## src/source/riscv_v_pkg.sv

```systemverilog
// Shared sizes, types and opcodes for the 128-bit vector execution slice
// No LMUL grouping, so one register holds at most 16 elements
// SEW codes 5 to 7 are reserved and rejected by the CSR
package riscv_v_pkg;

    // Register geometry
    localparam int RISCV_V_NUM_BYTES_DATA          = 16;
    localparam int RISCV_V_DATA_WIDTH              = 128;
    localparam int RISCV_V_NUM_VALID_OSIZES        = 5;
    localparam int RISCV_V_NUM_ELEMENTS_REG        = 16;
    localparam int RISCV_V_NUM_BYTES_ALLOCATE_MASK = 2;

    typedef logic [RISCV_V_DATA_WIDTH-1:0]      riscv_v_data_t;
    typedef logic [RISCV_V_NUM_BYTES_DATA-1:0]  riscv_v_byte_flags_t;
    typedef logic [2:0]                         riscv_v_sew_t;
    // Needs one extra bit to hold the full count of 16
    typedef logic [$clog2(RISCV_V_NUM_ELEMENTS_REG+1)-1:0] riscv_v_vl_t;
    typedef logic [7:0]                         riscv_v_avl_t;
    typedef logic [1:0]                         riscv_v_alu_op_t;
    typedef logic [RISCV_V_NUM_VALID_OSIZES-1:0] osize_vector_t;

    // Element width codes
    localparam riscv_v_sew_t OSIZE_8   = 3'd0;
    localparam riscv_v_sew_t OSIZE_16  = 3'd1;
    localparam riscv_v_sew_t OSIZE_32  = 3'd2;
    localparam riscv_v_sew_t OSIZE_64  = 3'd3;
    localparam riscv_v_sew_t OSIZE_128 = 3'd4;

    // ALU opcodes
    localparam riscv_v_alu_op_t ALU_ADD = 2'd0;
    localparam riscv_v_alu_op_t ALU_SUB = 2'd1;
    localparam riscv_v_alu_op_t ALU_AND = 2'd2;
    localparam riscv_v_alu_op_t ALU_XOR = 2'd3;

    typedef struct packed {
        riscv_v_sew_t vsew;
        riscv_v_vl_t  vl;
    } riscv_v_cfg_t;

    typedef struct packed {
        riscv_v_alu_op_t alu_op;
        logic            use_mask;
        logic            is_mask;
    } riscv_v_op_t;

    // Operand plus per-byte carry merge and write enables
    typedef struct packed {
        riscv_v_data_t       data;
        riscv_v_byte_flags_t merge;
        riscv_v_byte_flags_t valid;
    } riscv_v_alu_data_t;

endpackage

```

## src/source/riscv_v_alu.sv

```systemverilog
// Two-stage segmented vector ALU for add, sub, and, xor on 8 to 128-bit elements
// Result byte comes from vd_old wherever valid is clear (mask-undisturbed)
// res_valid follows op_valid by exactly two clocks without stall
module riscv_v_alu (
    input  logic                           clk,
    input  logic                           rst_n,
    input  logic                           op_valid,
    input  riscv_v_pkg::riscv_v_op_t       op,
    input  riscv_v_pkg::riscv_v_alu_data_t srca_alu,
    input  riscv_v_pkg::riscv_v_alu_data_t srcb_alu,
    input  riscv_v_pkg::riscv_v_data_t     vd_old,
    output logic                           res_valid,
    output riscv_v_pkg::riscv_v_data_t     res
);
    import riscv_v_pkg::*;

    logic              s1_valid;
    riscv_v_alu_op_t   s1_op;
    riscv_v_alu_data_t s1_a;
    riscv_v_data_t     s1_b_data;
    riscv_v_data_t     s1_vd_old;

    riscv_v_data_t     sum;
    riscv_v_data_t     alu_out;
    riscv_v_data_t     merged;
    logic              is_sub;

    // Stage 1 operand capture
    always_ff @(posedge clk or negedge rst_n) begin
        if (!rst_n) begin
            s1_valid <= 1'b0;
        end else begin
            s1_valid <= op_valid;
        end
    end

    // Merge and valid of operand b repeat those of operand a
    always_ff @(posedge clk) begin
        if (op_valid) begin
            s1_op     <= op.alu_op;
            s1_a      <= srca_alu;
            s1_b_data <= srcb_alu.data;
            s1_vd_old <= vd_old;
        end
    end

    assign is_sub = (s1_op == ALU_SUB);

    // Byte adders with the chain broken where merge is clear
    // Subtract injects a carry of 1 at each element's lowest byte
    always_comb begin : p_adder
        logic       carry;
        logic [8:0] byte_sum;
        logic [7:0] b_byte;
        carry = is_sub;
        for (int j = 0; j < RISCV_V_NUM_BYTES_DATA; j++) begin
            b_byte = is_sub ? ~s1_b_data[j*8 +: 8] : s1_b_data[j*8 +: 8];
            byte_sum = {1'b0, s1_a.data[j*8 +: 8]} + {1'b0, b_byte} + {8'd0, carry};
            sum[j*8 +: 8] = byte_sum[7:0];
            carry = s1_a.merge[j] ? byte_sum[8] : is_sub;
        end
    end

    always_comb begin
        case (s1_op)
            ALU_AND: alu_out = s1_a.data & s1_b_data;
            ALU_XOR: alu_out = s1_a.data ^ s1_b_data;
            default: alu_out = sum;
        endcase
    end

    // Keep old destination bytes outside the valid set
    always_comb begin
        for (int j = 0; j < RISCV_V_NUM_BYTES_DATA; j++) begin
            merged[j*8 +: 8] = s1_a.valid[j] ? alu_out[j*8 +: 8] : s1_vd_old[j*8 +: 8];
        end
    end

    // Stage 2 result
    always_ff @(posedge clk or negedge rst_n) begin
        if (!rst_n) begin
            res_valid <= 1'b0;
        end else begin
            res_valid <= s1_valid;
        end
    end

    always_ff @(posedge clk) begin
        if (s1_valid) begin
            res <= merged;
        end
    end

endmodule

```

## src/source/riscv_v_csr.sv

```systemverilog
// Vector configuration register, a reduced vsetvl
// New setting is visible one clock after cfg_valid
// Reserved SEW codes keep the old setting and pulse cfg_error
module riscv_v_csr (
    input  logic                       clk,
    input  logic                       rst_n,
    input  logic                       cfg_valid,
    input  riscv_v_pkg::riscv_v_avl_t  cfg_avl,
    input  riscv_v_pkg::riscv_v_sew_t  cfg_sew,
    output riscv_v_pkg::riscv_v_cfg_t  cfg,
    output logic                       cfg_error
);
    import riscv_v_pkg::*;

    riscv_v_vl_t vlmax;
    riscv_v_vl_t vl_clamped;
    logic        sew_ok;

    // VLMAX halves with every step up in element width
    assign vlmax  = riscv_v_vl_t'(RISCV_V_NUM_ELEMENTS_REG) >> cfg_sew;
    assign sew_ok = (cfg_sew <= OSIZE_128);

    // Requested length above VLMAX is cut down to VLMAX
    always_comb begin
        if (cfg_avl > riscv_v_avl_t'(vlmax)) begin
            vl_clamped = vlmax;
        end else begin
            vl_clamped = riscv_v_vl_t'(cfg_avl);
        end
    end

    always_ff @(posedge clk or negedge rst_n) begin
        if (!rst_n) begin
            cfg <= '0;
        end else if (cfg_valid && sew_ok) begin
            cfg.vsew <= cfg_sew;
            cfg.vl   <= vl_clamped;
        end
    end

    // Single-cycle error flag for a rejected configuration
    always_ff @(posedge clk or negedge rst_n) begin
        if (!rst_n) begin
            cfg_error <= 1'b0;
        end else begin
            cfg_error <= cfg_valid && !sew_ok;
        end
    end

endmodule

```

## src/source/riscv_v_decode_element.sv

```systemverilog
// Combinational element decoder
// Builds per-byte carry merge and write-valid vectors from SEW, vl and mask
// mask bit i applies to element i, whatever the element width
// is_mask only restricts writes to the two bytes of a mask register
module riscv_v_decode_element (
    input  riscv_v_pkg::riscv_v_data_t       srca,
    input  riscv_v_pkg::riscv_v_data_t       srcb,
    input  riscv_v_pkg::riscv_v_cfg_t        cfg,
    input  logic                             is_mask,
    input  logic                             use_mask,
    input  riscv_v_pkg::riscv_v_byte_flags_t mask,
    output riscv_v_pkg::riscv_v_alu_data_t   srca_alu,
    output riscv_v_pkg::riscv_v_alu_data_t   srcb_alu
);
    import riscv_v_pkg::*;

    osize_vector_t       osize_vector;
    riscv_v_byte_flags_t merge_osize [RISCV_V_NUM_VALID_OSIZES];
    riscv_v_byte_flags_t valid_osize [RISCV_V_NUM_VALID_OSIZES];
    riscv_v_byte_flags_t valid_is_mask;
    riscv_v_byte_flags_t merge;
    riscv_v_byte_flags_t valid;

    // One element flag per slot: inside vl and not masked off
    logic [RISCV_V_NUM_ELEMENTS_REG-1:0] elem_active;

    // One-hot of the active element size
    assign osize_vector[0] = (cfg.vsew == OSIZE_8);
    assign osize_vector[1] = (cfg.vsew == OSIZE_16);
    assign osize_vector[2] = (cfg.vsew == OSIZE_32);
    assign osize_vector[3] = (cfg.vsew == OSIZE_64);
    assign osize_vector[4] = (cfg.vsew == OSIZE_128);

    generate
        for (genvar e = 0; e < RISCV_V_NUM_ELEMENTS_REG; e++) begin : gen_elem
            assign elem_active[e] = (cfg.vl > riscv_v_vl_t'(e)) && (!use_mask || mask[e]);
        end
    endgenerate

    // Mask destination: only the low bytes may be written
    assign valid_is_mask = {
        {(RISCV_V_NUM_BYTES_DATA - RISCV_V_NUM_BYTES_ALLOCATE_MASK){~is_mask}},
        {RISCV_V_NUM_BYTES_ALLOCATE_MASK{1'b1}}
    };

    // Per-size patterns, zero unless that size is selected
    generate
        for (genvar k = 0; k < RISCV_V_NUM_VALID_OSIZES; k++) begin : gen_osize
            localparam int BYTES_PER_ELEM = 1 << k;

            always_comb begin
                merge_osize[k] = '0;
                valid_osize[k] = '0;
                for (int j = 0; j < RISCV_V_NUM_BYTES_DATA; j++) begin
                    // Carry crosses every byte boundary except an element's top byte
                    merge_osize[k][j] = osize_vector[k] && (((j + 1) % BYTES_PER_ELEM) != 0);
                    valid_osize[k][j] = osize_vector[k] && elem_active[j >> k];
                end
            end
        end
    endgenerate

    always_comb begin
        merge = '0;
        valid = '0;
        for (int k = 0; k < RISCV_V_NUM_VALID_OSIZES; k++) begin
            merge |= merge_osize[k];
            valid |= valid_osize[k];
        end
        valid &= valid_is_mask;
    end

    assign srca_alu.data  = srca;
    assign srca_alu.merge = merge;
    assign srca_alu.valid = valid;

    // Both operands carry the same element layout
    assign srcb_alu.data  = srcb;
    assign srcb_alu.merge = merge;
    assign srcb_alu.valid = valid;

endmodule

```

## src/source/riscv_v_exec.sv

```systemverilog
// Vector execution slice top: CSR, element decoder, segmented ALU
// Operation on the same cycle as cfg_valid still sees the old configuration
// Nothing is written until the first accepted configuration
module riscv_v_exec (
    input  logic                             clk,
    input  logic                             rst_n,
    input  logic                             cfg_valid,
    input  riscv_v_pkg::riscv_v_avl_t        cfg_avl,
    input  riscv_v_pkg::riscv_v_sew_t        cfg_sew,
    output logic                             cfg_error,
    input  logic                             op_valid,
    input  riscv_v_pkg::riscv_v_op_t         op,
    input  riscv_v_pkg::riscv_v_data_t       srca,
    input  riscv_v_pkg::riscv_v_data_t       srcb,
    input  riscv_v_pkg::riscv_v_data_t       vd_old,
    input  riscv_v_pkg::riscv_v_byte_flags_t mask,
    output logic                             res_valid,
    output riscv_v_pkg::riscv_v_data_t       res
);
    import riscv_v_pkg::*;

    riscv_v_cfg_t      cfg;
    riscv_v_alu_data_t srca_alu;
    riscv_v_alu_data_t srcb_alu;

    riscv_v_csr u_csr (
        .clk       (clk),
        .rst_n     (rst_n),
        .cfg_valid (cfg_valid),
        .cfg_avl   (cfg_avl),
        .cfg_sew   (cfg_sew),
        .cfg       (cfg),
        .cfg_error (cfg_error)
    );

    // Combinational, sampled by the ALU together with op_valid
    riscv_v_decode_element u_decode (
        .srca     (srca),
        .srcb     (srcb),
        .cfg      (cfg),
        .is_mask  (op.is_mask),
        .use_mask (op.use_mask),
        .mask     (mask),
        .srca_alu (srca_alu),
        .srcb_alu (srcb_alu)
    );

    riscv_v_alu u_alu (
        .clk       (clk),
        .rst_n     (rst_n),
        .op_valid  (op_valid),
        .op        (op),
        .srca_alu  (srca_alu),
        .srcb_alu  (srcb_alu),
        .vd_old    (vd_old),
        .res_valid (res_valid),
        .res       (res)
    );

endmodule

```

## config.mk

```make
export PLATFORM = sky130hd
export DESIGN_NAME = riscv_v_exec
export DESIGN_NICKNAME = d
export VERILOG_FILES = /design/src/source/riscv_v_pkg.sv /design/src/source/riscv_v_alu.sv /design/src/source/riscv_v_csr.sv /design/src/source/riscv_v_decode_element.sv /design/src/source/riscv_v_exec.sv
export SDC_FILE = /design/constraint.sdc
export NUM_CORES = 1
export LEC_CHECK = 0
export CORE_ASPECT_RATIO = 0.8
export CORE_MARGIN = 2
export CORE_UTILIZATION = 40
export DETAILED_ROUTE_END_ITERATION = 10
export DONT_BUFFER_PORTS = 1
export SYNTH_ARGS = -nofsm -noshare
export SYNTH_HDL_FRONTEND = slang
export SYNTH_SLANG_ARGS = --single-unit
```

## constraint.sdc

```tcl
create_clock -name clk -period 24.4 [get_ports clk]
set_clock_uncertainty 0.15 [all_clocks]
set_input_delay 4.88 -clock clk [delete_from_list [all_inputs] [get_ports clk]]
set_output_delay 4.88 -clock clk [all_outputs]
set_load 0.01 [all_outputs]
```

# Yosys cells after proc, flatten, opt, wreduce, memory -nomap -nowiden
# Cells that the tools add are included.
# totals
register_bits	556
# classes
add_sub_neg	32
n_lt_le_gt_ge	18
n_eq_ne	7
shift	1
mux	49
n_bitwise	27
reduce_logical	68
# op_table
cell	count
$mux 8	32
$pmux 128 s2	1
$add 8x8->9	15
$add 9x1->9	15
$and 128x128->128	1
$not 8->8	16
$xor 128x128->128	1
$or 16x16->16	4
$logic_and 1x1->1	49
$or 15x15->15	3
$gt 5x4->1 const B	8
$gt 5x3->1 const B	4
$and 16x16->16	1
$logic_or 1x1->1	16
$mux 1	15
$gt 5x1->1 const B	2
$gt 5x2->1 const B	2
$add 8x1->8	1
$add 8x8->8	1
$gt 8x5->1	1
$eq 3x2->1 const B	2
$mux 5	1
$shr 5x3->5 const A	1
$eq 2x2->1 const B	2
7 further kinds	8

# Logic depth before layout (Yosys ltp)
# Gate-level depths: netlist of run 1.
# logic_depth
word_depth	36
depth_mapped	133
ltp_nobuf	130

# By module
# Synthesis of run 1 repeated with hierarchy kept, for this count alone.
# unflattened
hier_cells	2624
hier_area_um2	31949.4
# modules_own_cells
mod	n_inst	cells_per_inst	area_each_um2
riscv_v_alu	1	2167	28502.3
riscv_v_decode_element	1	392	2859.0
riscv_v_csr	1	65	588.1

# Worst setup path before layout of run 1
# Ideal clock, no wire load.
# synth_path
path_kind	reg2reg
startpoint	register u_alu.s1_op[1]
endpoint	register u_alu.res[126] (data pin)
t_arrival_ps	25031
slack_ps	-1051
stages_incl_launch_ff	134
synth_period_minus_slack_ps	25451
path_cell_list	edfxtp_1 > buf_2 > nor2b_1 > buf_2 > buf_2 > xor2_1 > inv_2 > fa_1 > nor2b_1 > o21ai_1 > a21oi_1 > o21a_1 > o21ai_0 > a31o_1 > fa_1 > fa_1 > nand2b_1 > a21oi_1 > [... 98 more ...] > o21ai_0 > o2bb2ai_1 > fa_1 > fa_1 > nor2b_1 > o21ai_1 > a21oi_1 > o21a_1 > o21ai_0 > a31oi_1 > fa_1 > fa_1 > a211oi_1 > o21bai_1 > a21oi_1 > xnor2_1 > a21oi_1 > a21oi_1
# synth_via
elab_chain_cells	36
# synth_rtl
element	line_no	text
start, declared	riscv_v_alu.sv:18	riscv_v_alu_op_t s1_op;
start signal, assigned	riscv_v_alu.sv:40	s1_op <= op.alu_op;
$eq 2x1->1	riscv_v_alu.sv:47	assign is_sub = (s1_op == ALU_SUB);
$mux 8	riscv_v_alu.sv:57	b_byte = is_sub ? ~s1_b_data[j*8 +: 8] : s1_b_data[j*8 +: 8];
$add 8x8->9	riscv_v_alu.sv:58	byte_sum = {1'b0, s1_a.data[j*8 +: 8]} + {1'b0, b_byte} + {8'd0, carry};
$add 9x1->9	riscv_v_alu.sv:58	
$mux 1	riscv_v_alu.sv:60	carry = s1_a.merge[j] ? byte_sum[8] : is_sub;
$add 9x1->9	riscv_v_alu.sv:58	
$mux 1	riscv_v_alu.sv:60	
$add 9x1->9	riscv_v_alu.sv:58	
[... 21 more ...]	--	
$add 9x1->9	riscv_v_alu.sv:58	
$mux 1	riscv_v_alu.sv:60	
$add 9x1->9	riscv_v_alu.sv:58	
$mux 1	riscv_v_alu.sv:60	
$add 8x1->8	riscv_v_alu.sv:58	
$pmux 128 s2 (*)	riscv_v_alu.sv:65	case (s1_op)
$mux 8 (*)	riscv_v_alu.sv:75	merged[j*8 +: 8] = s1_a.valid[j] ? alu_out[j*8 +: 8] : s1_vd_old[j*8 +: 8];
net u_alu.merged[126]	riscv_v_alu.sv:25	riscv_v_data_t merged;
end signal, assigned	riscv_v_alu.sv:90	res <= merged;
end, declared	riscv_v_alu.sv:13	output riscv_v_pkg::riscv_v_data_t res
# Mark *: on every way through the listed nets, which the timed path passes. The rest lies on a longest branch.
# A chain may end at the register's enable or synchronous reset.

# Worst setup path after layout of run 1
# layout_path
startpoint	register u_alu.s1_op[1]
endpoint	register u_alu.res[118] (data pin)
# layout_via
elab_chain_cells	34
# layout_rtl
element	line_no
$eq 2x1->1	riscv_v_alu.sv:47
$mux 8	riscv_v_alu.sv:57
$add 8x8->9	riscv_v_alu.sv:58
$add 9x1->9	riscv_v_alu.sv:58
$mux 1	riscv_v_alu.sv:60
$add 9x1->9	riscv_v_alu.sv:58
$mux 1	riscv_v_alu.sv:60
$add 9x1->9	riscv_v_alu.sv:58
[... 19 more ...]	--
$add 9x1->9	riscv_v_alu.sv:58
$mux 1	riscv_v_alu.sv:60
$add 9x1->9	riscv_v_alu.sv:58
$mux 1	riscv_v_alu.sv:60
$add 9x1->9	riscv_v_alu.sv:58
$pmux 128 s2 (*)	riscv_v_alu.sv:65
$mux 8 (*)	riscv_v_alu.sv:75
net u_alu.merged[118]	riscv_v_alu.sv:25
# Marked as above.

==> metrics.md, run 1 <==
| Metric | Value |
|---|---|
| Hold_buf cts | `0` |
| Outcome | `finished with violations` |
| Clock sink count | `545` |
| Crit path max-delay family | `adder cells` |
| Crit path depth | `140` |
| Pwr dens | `82.0 nW/um^2` |
| Post-Syn Instances | `2,313` |
| Buf/Inv on CP | `19` |
| Top-area cell type share of the netlist area | `55.0%` |
| CTS tree | `yes` |
| Residual DRC | `0` |
| Slowest stage cell, crit path | `edfxtp_1` |
| First-pass GRT wire length | `114,000 um` |
| CP Max Fanout | `3` |
| Ys Warns | `0` |
| Fin. max-slew vios | `0` |
| Core ar. | `72,100 sq um` |
| Final hold slack | `401 ps` |
| P&R area growth vs syn | `14.7%` |
| Row cnt | `88` |
| Starting Density | `40.4%` |
| Pre-antenna DRT Iters | `5` |
| Max stage delay on crit path | `460 ps` |
| WS Path Type | `flop to flop` |
| WL/cell | `23.1 um` |
| Combinational share of power | `21.9%` |
| Placed cell area | `30,600 sq um` |
| Pre-CTS setup slack | `-2360 ps` |
| Commonest non-fill, non-tap cells in the layout | `edfxtp_1, ha_1, a21oi_1` |
| Mean post-synth cell area | `12.6 sq um` |
| Crit end category | `flop` |
| Layout cell share with drive strength beyond 1 | `16.4%` |
| Vias per cell | `5.42` |
| All-layer global routing usage | `20.2%` |
| Clock Latency Late Sink | `620 ps` |
| Fin nets | `3,103` |
| Initial antenna violation count | `34` |
| Mapped cell area | `29,100 sq um` |
| DP HPWL | `54,700 um` |
| Crit start category | `flop` |
| Hold Path Stages | `1` |
| Final hold violation count | `0` |
| VDD IR max | `0.0524 mV` |
| Least-Margin Pin Slew | `972 ps` |
| Max Cap Violations | `0` |
| Post-synthesis cell type count | `56` |
| CP most frequent cell | `fa_2` |
| Slew HR | `35.2%` |
| # setup viols final | `9` |
| Number of synthesized flops with an enable pin | `534` |
| RSZ-0062 raised after global routing | `true` |
| I/O Buffers | `0` |
| Total number of vias | `18,600` |
| Largest cells by area after synthesis | `edfxtp_1, ha_1, xor2_1` |
| Sequential element share of the synthesized area | `56.0%` |
| Failing checks | `setup timing` |
| Commonest non-fill, non-tap cell in the layout | `edfxtp_1` |
| Routed wire length | `79,100 um` |
| Fmax | `38.8 MHz` |
| DIE AREA | `75,000 sq um` |
| Min-delay worst type | `flop to flop` |
| Internal cell power | `0.00196 W` |
| H-Tree Depth | `2` |
| DRT iter0 DRCs | `1,241` |
| Async S/R FF share, synth | `2.02%` |
| Post-route ant nets | `0` |
| Vias in the first global route | `18,300` |
| Switch share | `28.5%` |
| Clock Power Share | `33.6%` |
| Die Y | `245 um` |
| Largest net degree at the start of global routing | `408` |
| Final setup margin | `-1360 ps` |
| Final instance area | `33,400 sq um` |
| Max Buffers Root-to-Sink | `3` |
| Num CTS Buffers | `58` |
| Reg2reg path depth | `140` |
| Synth Flop Type | `edfxtp_1` |
| Synth area leader | `edfxtp_1` |
| Worst endpoint required time | `24,740 ps` |
| Total negative slack | `-10,160 ps` |
| Total grt overflow | `0` |
| NetSw | `0.000780 W` |
| Die W | `306 um` |
| Worst-path clk slew | `70 ps` |
| Sequential power share | `44.5%` |
| Root buffer cell | `clkbuf_16` |
| Post-Syn Nets | `3,007` |
| Ports | `549` |
| Placer congestion estimate | `0.864` |
| Pleak | `12.9 nW` |
| Tcrit/Tclk final | `106%` |
| Synth Register Bits | `545` |
| Worst Path Arrival | `26,110 ps` |
| Final min period | `25,760 ps` |
-- sequential cells by signal (all words and copies together), names as in the netlist --
register,cells
u_alu.s1_op,2
u_alu.s1_vd_old,128
u_alu.s1_b_data,128
u_alu.res,128
u_alu.s1_valid,1
u_csr.cfg,8
u_csr.cfg_error,1
u_alu.res_valid,1
u_alu.s1_a,148
-- layer usage --
layer  up-vias  wire length, um  global-route usage [%]  share of wire [%]
met5         -              182                       0               0.23
met1      9116            34000                    26.3                 43
met4        28             1550                    6.20                2.0
met2       574            37600                    32.5                 48
li1       8757                -                       -                  -
met3       116             5760                    5.96                7.3
-- worst register-to-register path: cells and delay by family, from the launching register on --
kind / cells / cell delay, ps
adder cells (fa/ha/maj): 29 / 11070
buffers and inverters: 19 / 1670
XOR/XNOR: 1 / 190
flip-flops: 1 / 460
multiplexers: 1 / 180
AO/OA/AOI/OAI: 73 / 9580
AND/OR/NAND/NOR: 17 / 2360
-- Yosys cell counts (7+ instances only) --
cell       count
nand3_1       36
o211ai_1      14
xor2_1       132
nand4_1       11
a31oi_1       33
mux2_1        26
mux2i_1       77
edfxtp_1     534
a21oi_1      184
xnor2_1       45
mux2_2        46
clkbuf_1      44
nor2_1       148
nand2b_1      19
dfrtp_1       11
a31o_1         7
nand3b_1       7
nor3_1        24
o21ai_1       79
nand2_1      122
o21ai_0       55
buf_1         12
o31ai_1        8
o21a_1        14
ha_1         244
o221ai_1      12
inv_1         96
a21o_1        12
fa_1          31
a211oi_1      30
nor2b_1       82
inv_2         16
or3_1         14
buf_2         30
o2bb2ai_1      7
-- path summary, 6_finish.rpt --
check	from	endpoint	slack [ps]
worst max-delay path	u_alu.s1_op[1]	u_alu.res[118]	-1360
worst min-delay path	u_alu.s1_vd_old[33]	u_alu.res[33]	400
worst max register to register	u_alu.s1_op[1]	u_alu.res[118]	-1360
worst min register to register	u_alu.s1_vd_old[33]	u_alu.res[33]	400
max in group asynchronous	rst_n	u_alu.s1_valid	20210
min in group asynchronous	rst_n	u_csr.cfg[5]	3800
-- what timing repair did --
action,in CTS,in global routing
endpoints found under the hold margin,0,0
resized for setup,56,59
setup buffers,34,22
endpoints found under the setup margin,16,18
pin swaps,70,79
-- layout make-up --
type | count | area [sq um]
clock buffers | 70 | 1560
fillers | 6332 | 38700
clock inverters | 39 | 417
repair buffers | 128 | 1010
inverters | 112 | 425
flip-flops and latches | 545 | 16300
multi-input cells | 1564 | 12500
well taps | 945 | 1180
diodes | 25 | 62.6
-- cells by family after synthesis --
logic type | count (synthesis) | share of synthesized area, %
simple gates | 483 | 7.96
compound gates | 480 | 9.89
mux | 149 | 5.43
xor+xnor | 177 | 5.32
fa+ha+maj | 275 | 12.6
flops | 545 | 56.0
buf+inv | 204 | 2.83
-- power groups by stage --
stage | registers (W) | logic, W | clock network (W)
6_report | 0.00122 | 0.000599 | 0.000922
5_1_grt | 0.00123 | 0.000669 | 0.000976
4_1_cts | 0.00122 | 0.000567 | 0.000943
3_5_place_dp | 0.00124 | 0.000528 | 0
3_3_place_gp | 0.00124 | 0.000518 | 0
2_1_floorplan | 0.00121 | 0.000400 | 0
-- stage by stage --
stage	std cells	power, W	util (%)
6_report	3428	0.00274	46.3
5_1_grt	3418	0.00288	46.3
4_1_cts	3381	0.00273	45.7
3_5_place_dp	3239	0.00177	42.4
3_3_place_gp	3239	0.00176	42.4
2_1_floorplan	2313	0.00161	-
Note: power is estimated with default switching activity, not from simulation.
==> run 2: changes to the inputs <==
--- a/config.mk
+++ b/config.mk
@@ -10,6 +10,7 @@
 export CORE_UTILIZATION = 40
 export DETAILED_ROUTE_END_ITERATION = 10
 export DONT_BUFFER_PORTS = 1
+export PLACE_DENSITY = 0.54
 export SYNTH_ARGS = -nofsm -noshare
 export SYNTH_HDL_FRONTEND = slang
 export SYNTH_SLANG_ARGS = --single-unit
==> run 2 against run 1 <==
The run still ends with setup timing left. Final area increased by 0.95%. Die area is the same. Power increased by 1.8%. Via count increased by 0.63%. Fmax is 0.67% higher. Critical path type unchanged. Critical endpoint unchanged. Largest power group unchanged.
==> metrics.md, run 2 (synthesis gave the netlist of run 1 again) <==
| Metric | Value |
|---|---|
| Outcome | `finished with violations` |
| Failing checks | `setup timing` |
| Tcrit/Tclk final | `105%` |
| Fin util | `46.8%` |
| Fin. max-slew vios | `0` |
| Clock Latency Late Sink | `640 ps` |
| Worst Path Arrival | `25,950 ps` |
| NetSw | `0.000799 W` |
| Die Y | `245 um` |
| Initial antenna violation count | `32` |
| I/O Buffers | `0` |
| Num CTS Buffers | `58` |
| Internal cell power | `0.00199 W` |
| H-Tree Depth | `2` |
| Placer congestion estimate | `0.862` |
| Crit start category | `flop` |
| RR Startpoint | `u_alu.s1_op[1]` |
| CP most frequent cell | `fa_2` |
| RR Endpoint | `u_alu.res[118]` |
| Sequential power share | `43.8%` |
| Commonest non-fill, non-tap cells in the layout | `edfxtp_1, ha_1, buf_4` |
| Worst endpoint required time | `24,760 ps` |
| Crit path depth | `140` |
| Final setup margin | `-1190 ps` |
| Clock Power Share | `33.9%` |
| CP Max Fanout | `4` |
| RSZ-0062 raised after global routing | `true` |
| Pwr dens | `82.7 nW/um^2` |
| Worst-path clk slew | `60 ps` |
| FF-to-FF setup slack | `-1190 ps` |
| DRT iter0 DRCs | `1,359` |
| Total grt overflow | `0` |
| WL/cell | `23.6 um` |
| Total number of vias | `18,700` |
| Switch share | `28.6%` |
| Most flops, register | `u_alu.s1_a` |
| Vias per cell | `5.39` |
| Root buffer cell | `clkbuf_16` |
| Post-route ant nets | `0` |
| Filler cells | `6,321` |
| Critical path origin | `u_alu.s1_op[1]` |
| Pre-antenna DRT Iters | `5` |
| Fmax | `39.1 MHz` |
| Final hold violation count | `0` |
| Hold Path Stages | `2` |
| Layout cell share with drive strength beyond 1 | `17.9%` |
| Vias in the first global route | `18,600` |
| Routed wire length | `82,000 um` |
| Die W | `306 um` |
| Slew HR | `29.9%` |
| All-layer global routing usage | `21.1%` |
| Row cnt | `88` |
| Pre-CTS setup slack | `-2430 ps` |
| Fin nets | `3,152` |
| Ports | `549` |
| Largest net degree at the start of global routing | `408` |
| Max reg flops | `148` |
| Hold EP | `u_alu.res[107]` |
| Final min period | `25,590 ps` |
| WS Path Type | `flop to flop` |
| Reg2reg path depth | `140` |
| Crit end category | `flop` |
| Min-delay worst type | `flop to flop` |
| First-pass GRT wire length | `119,000 um` |
| Pleak | `13.1 nW` |
| Commonest non-fill, non-tap cell in the layout | `edfxtp_1` |
| Least-Margin Pin Slew | `1050 ps` |
| Total negative slack | `-7920 ps` |
| Core ar. | `72,100 sq um` |
| Clock sink count | `545` |
| VDD IR max | `0.0625 mV` |
| Max Buffers Root-to-Sink | `3` |
| CTS tree | `yes` |
| DIE AREA | `75,000 sq um` |
| Buf/Inv on CP | `19` |
| Crit path max-delay family | `adder cells` |
| Slowest stage cell, crit path | `edfxtp_1` |
| P&R area growth vs syn | `15.8%` |
| # setup viols final | `9` |
| Worst Hold Launch | `u_alu.s1_vd_old[107]` |
| Starting Density | `40.4%` |
| Max stage delay on crit path | `490 ps` |
| Residual DRC | `0` |
| Combinational share of power | `22.3%` |
| Max Cap Violations | `0` |
| DP HPWL | `55,900 um` |
-- run 2: through the flow --
step	cells	hold WS, ps	instance area, sq um	total power, W
6_report	3473	393	33700	0.00279
2_1_floorplan	2313	372	29200	0.00161
3_5_place_dp	3238	387	30500	0.00177
3_3_place_gp	3238	379	30500	0.00176
5_1_grt	3460	421	33700	0.00293
4_1_cts	3432	397	33300	0.00278
-- run 2: timing repair --
item                       CTS  global route
buffers inserted            84            21
setup endpoints to repair   16            21
pin swaps                   62            76
gates resized for setup     34            59
hold buffers                 0             0
-- run 2: worst register-to-register path: cells and delay by family, from the launching register on --
family	cells	cell delay (ps)
xor gates and xnor gates	1	170
DFF	1	490
adders and majority gates	29	10820
muxes	1	200
and+or+nand+nor	17	2320
buffers and inverters	19	1710
AOI/OAI and AO/OA	73	9650
-- run 2: final cells by class --
cell class	instances	area, sq um	area share, %
Antenna cell	20	50.0	0.148
Clock buffer	69	1570	4.64
Clock inverter	41	468	1.39
Inverter	112	425	1.26
Multi-Input combinational cell	1564	12400	36.7
Sequential cell	545	16300	48.4
Tap cell	945	1180	3.50
Timing Repair Buffer	177	1340	3.96
-- run 2: power groups by stage --
stage               registers (W)  logic (W)  clock network [W]
floorplan                 0.00121   0.000400                  0
global placement          0.00124   0.000520                  0
detailed placement        0.00124   0.000528                  0
CTS                       0.00122   0.000586           0.000970
global route              0.00123   0.000695            0.00100
finish                    0.00122   0.000623           0.000947
-- run 2: routing by layer --
metal,vias up,part of all wire [%],global-route usage [%]
met4,28,2.1,5.49
met1,9129,43,27.3
met2,557,47,34.8
met5,-,0.21,0
li1,8861,-,-
met3,133,7.7,6.00
-- run 2: worst max-delay path by stage --
stage	end	slack, ps
4_1_cts	u_alu.res[126]	-1670
2_1_floorplan	u_alu.res[126]	30
5_1_grt	u_alu.res[118]	-2410
3_3_place_gp	u_alu.res[126]	-1830
3_5_place_dp	u_alu.res[126]	-2430
6_report	u_alu.res[118]	-1190
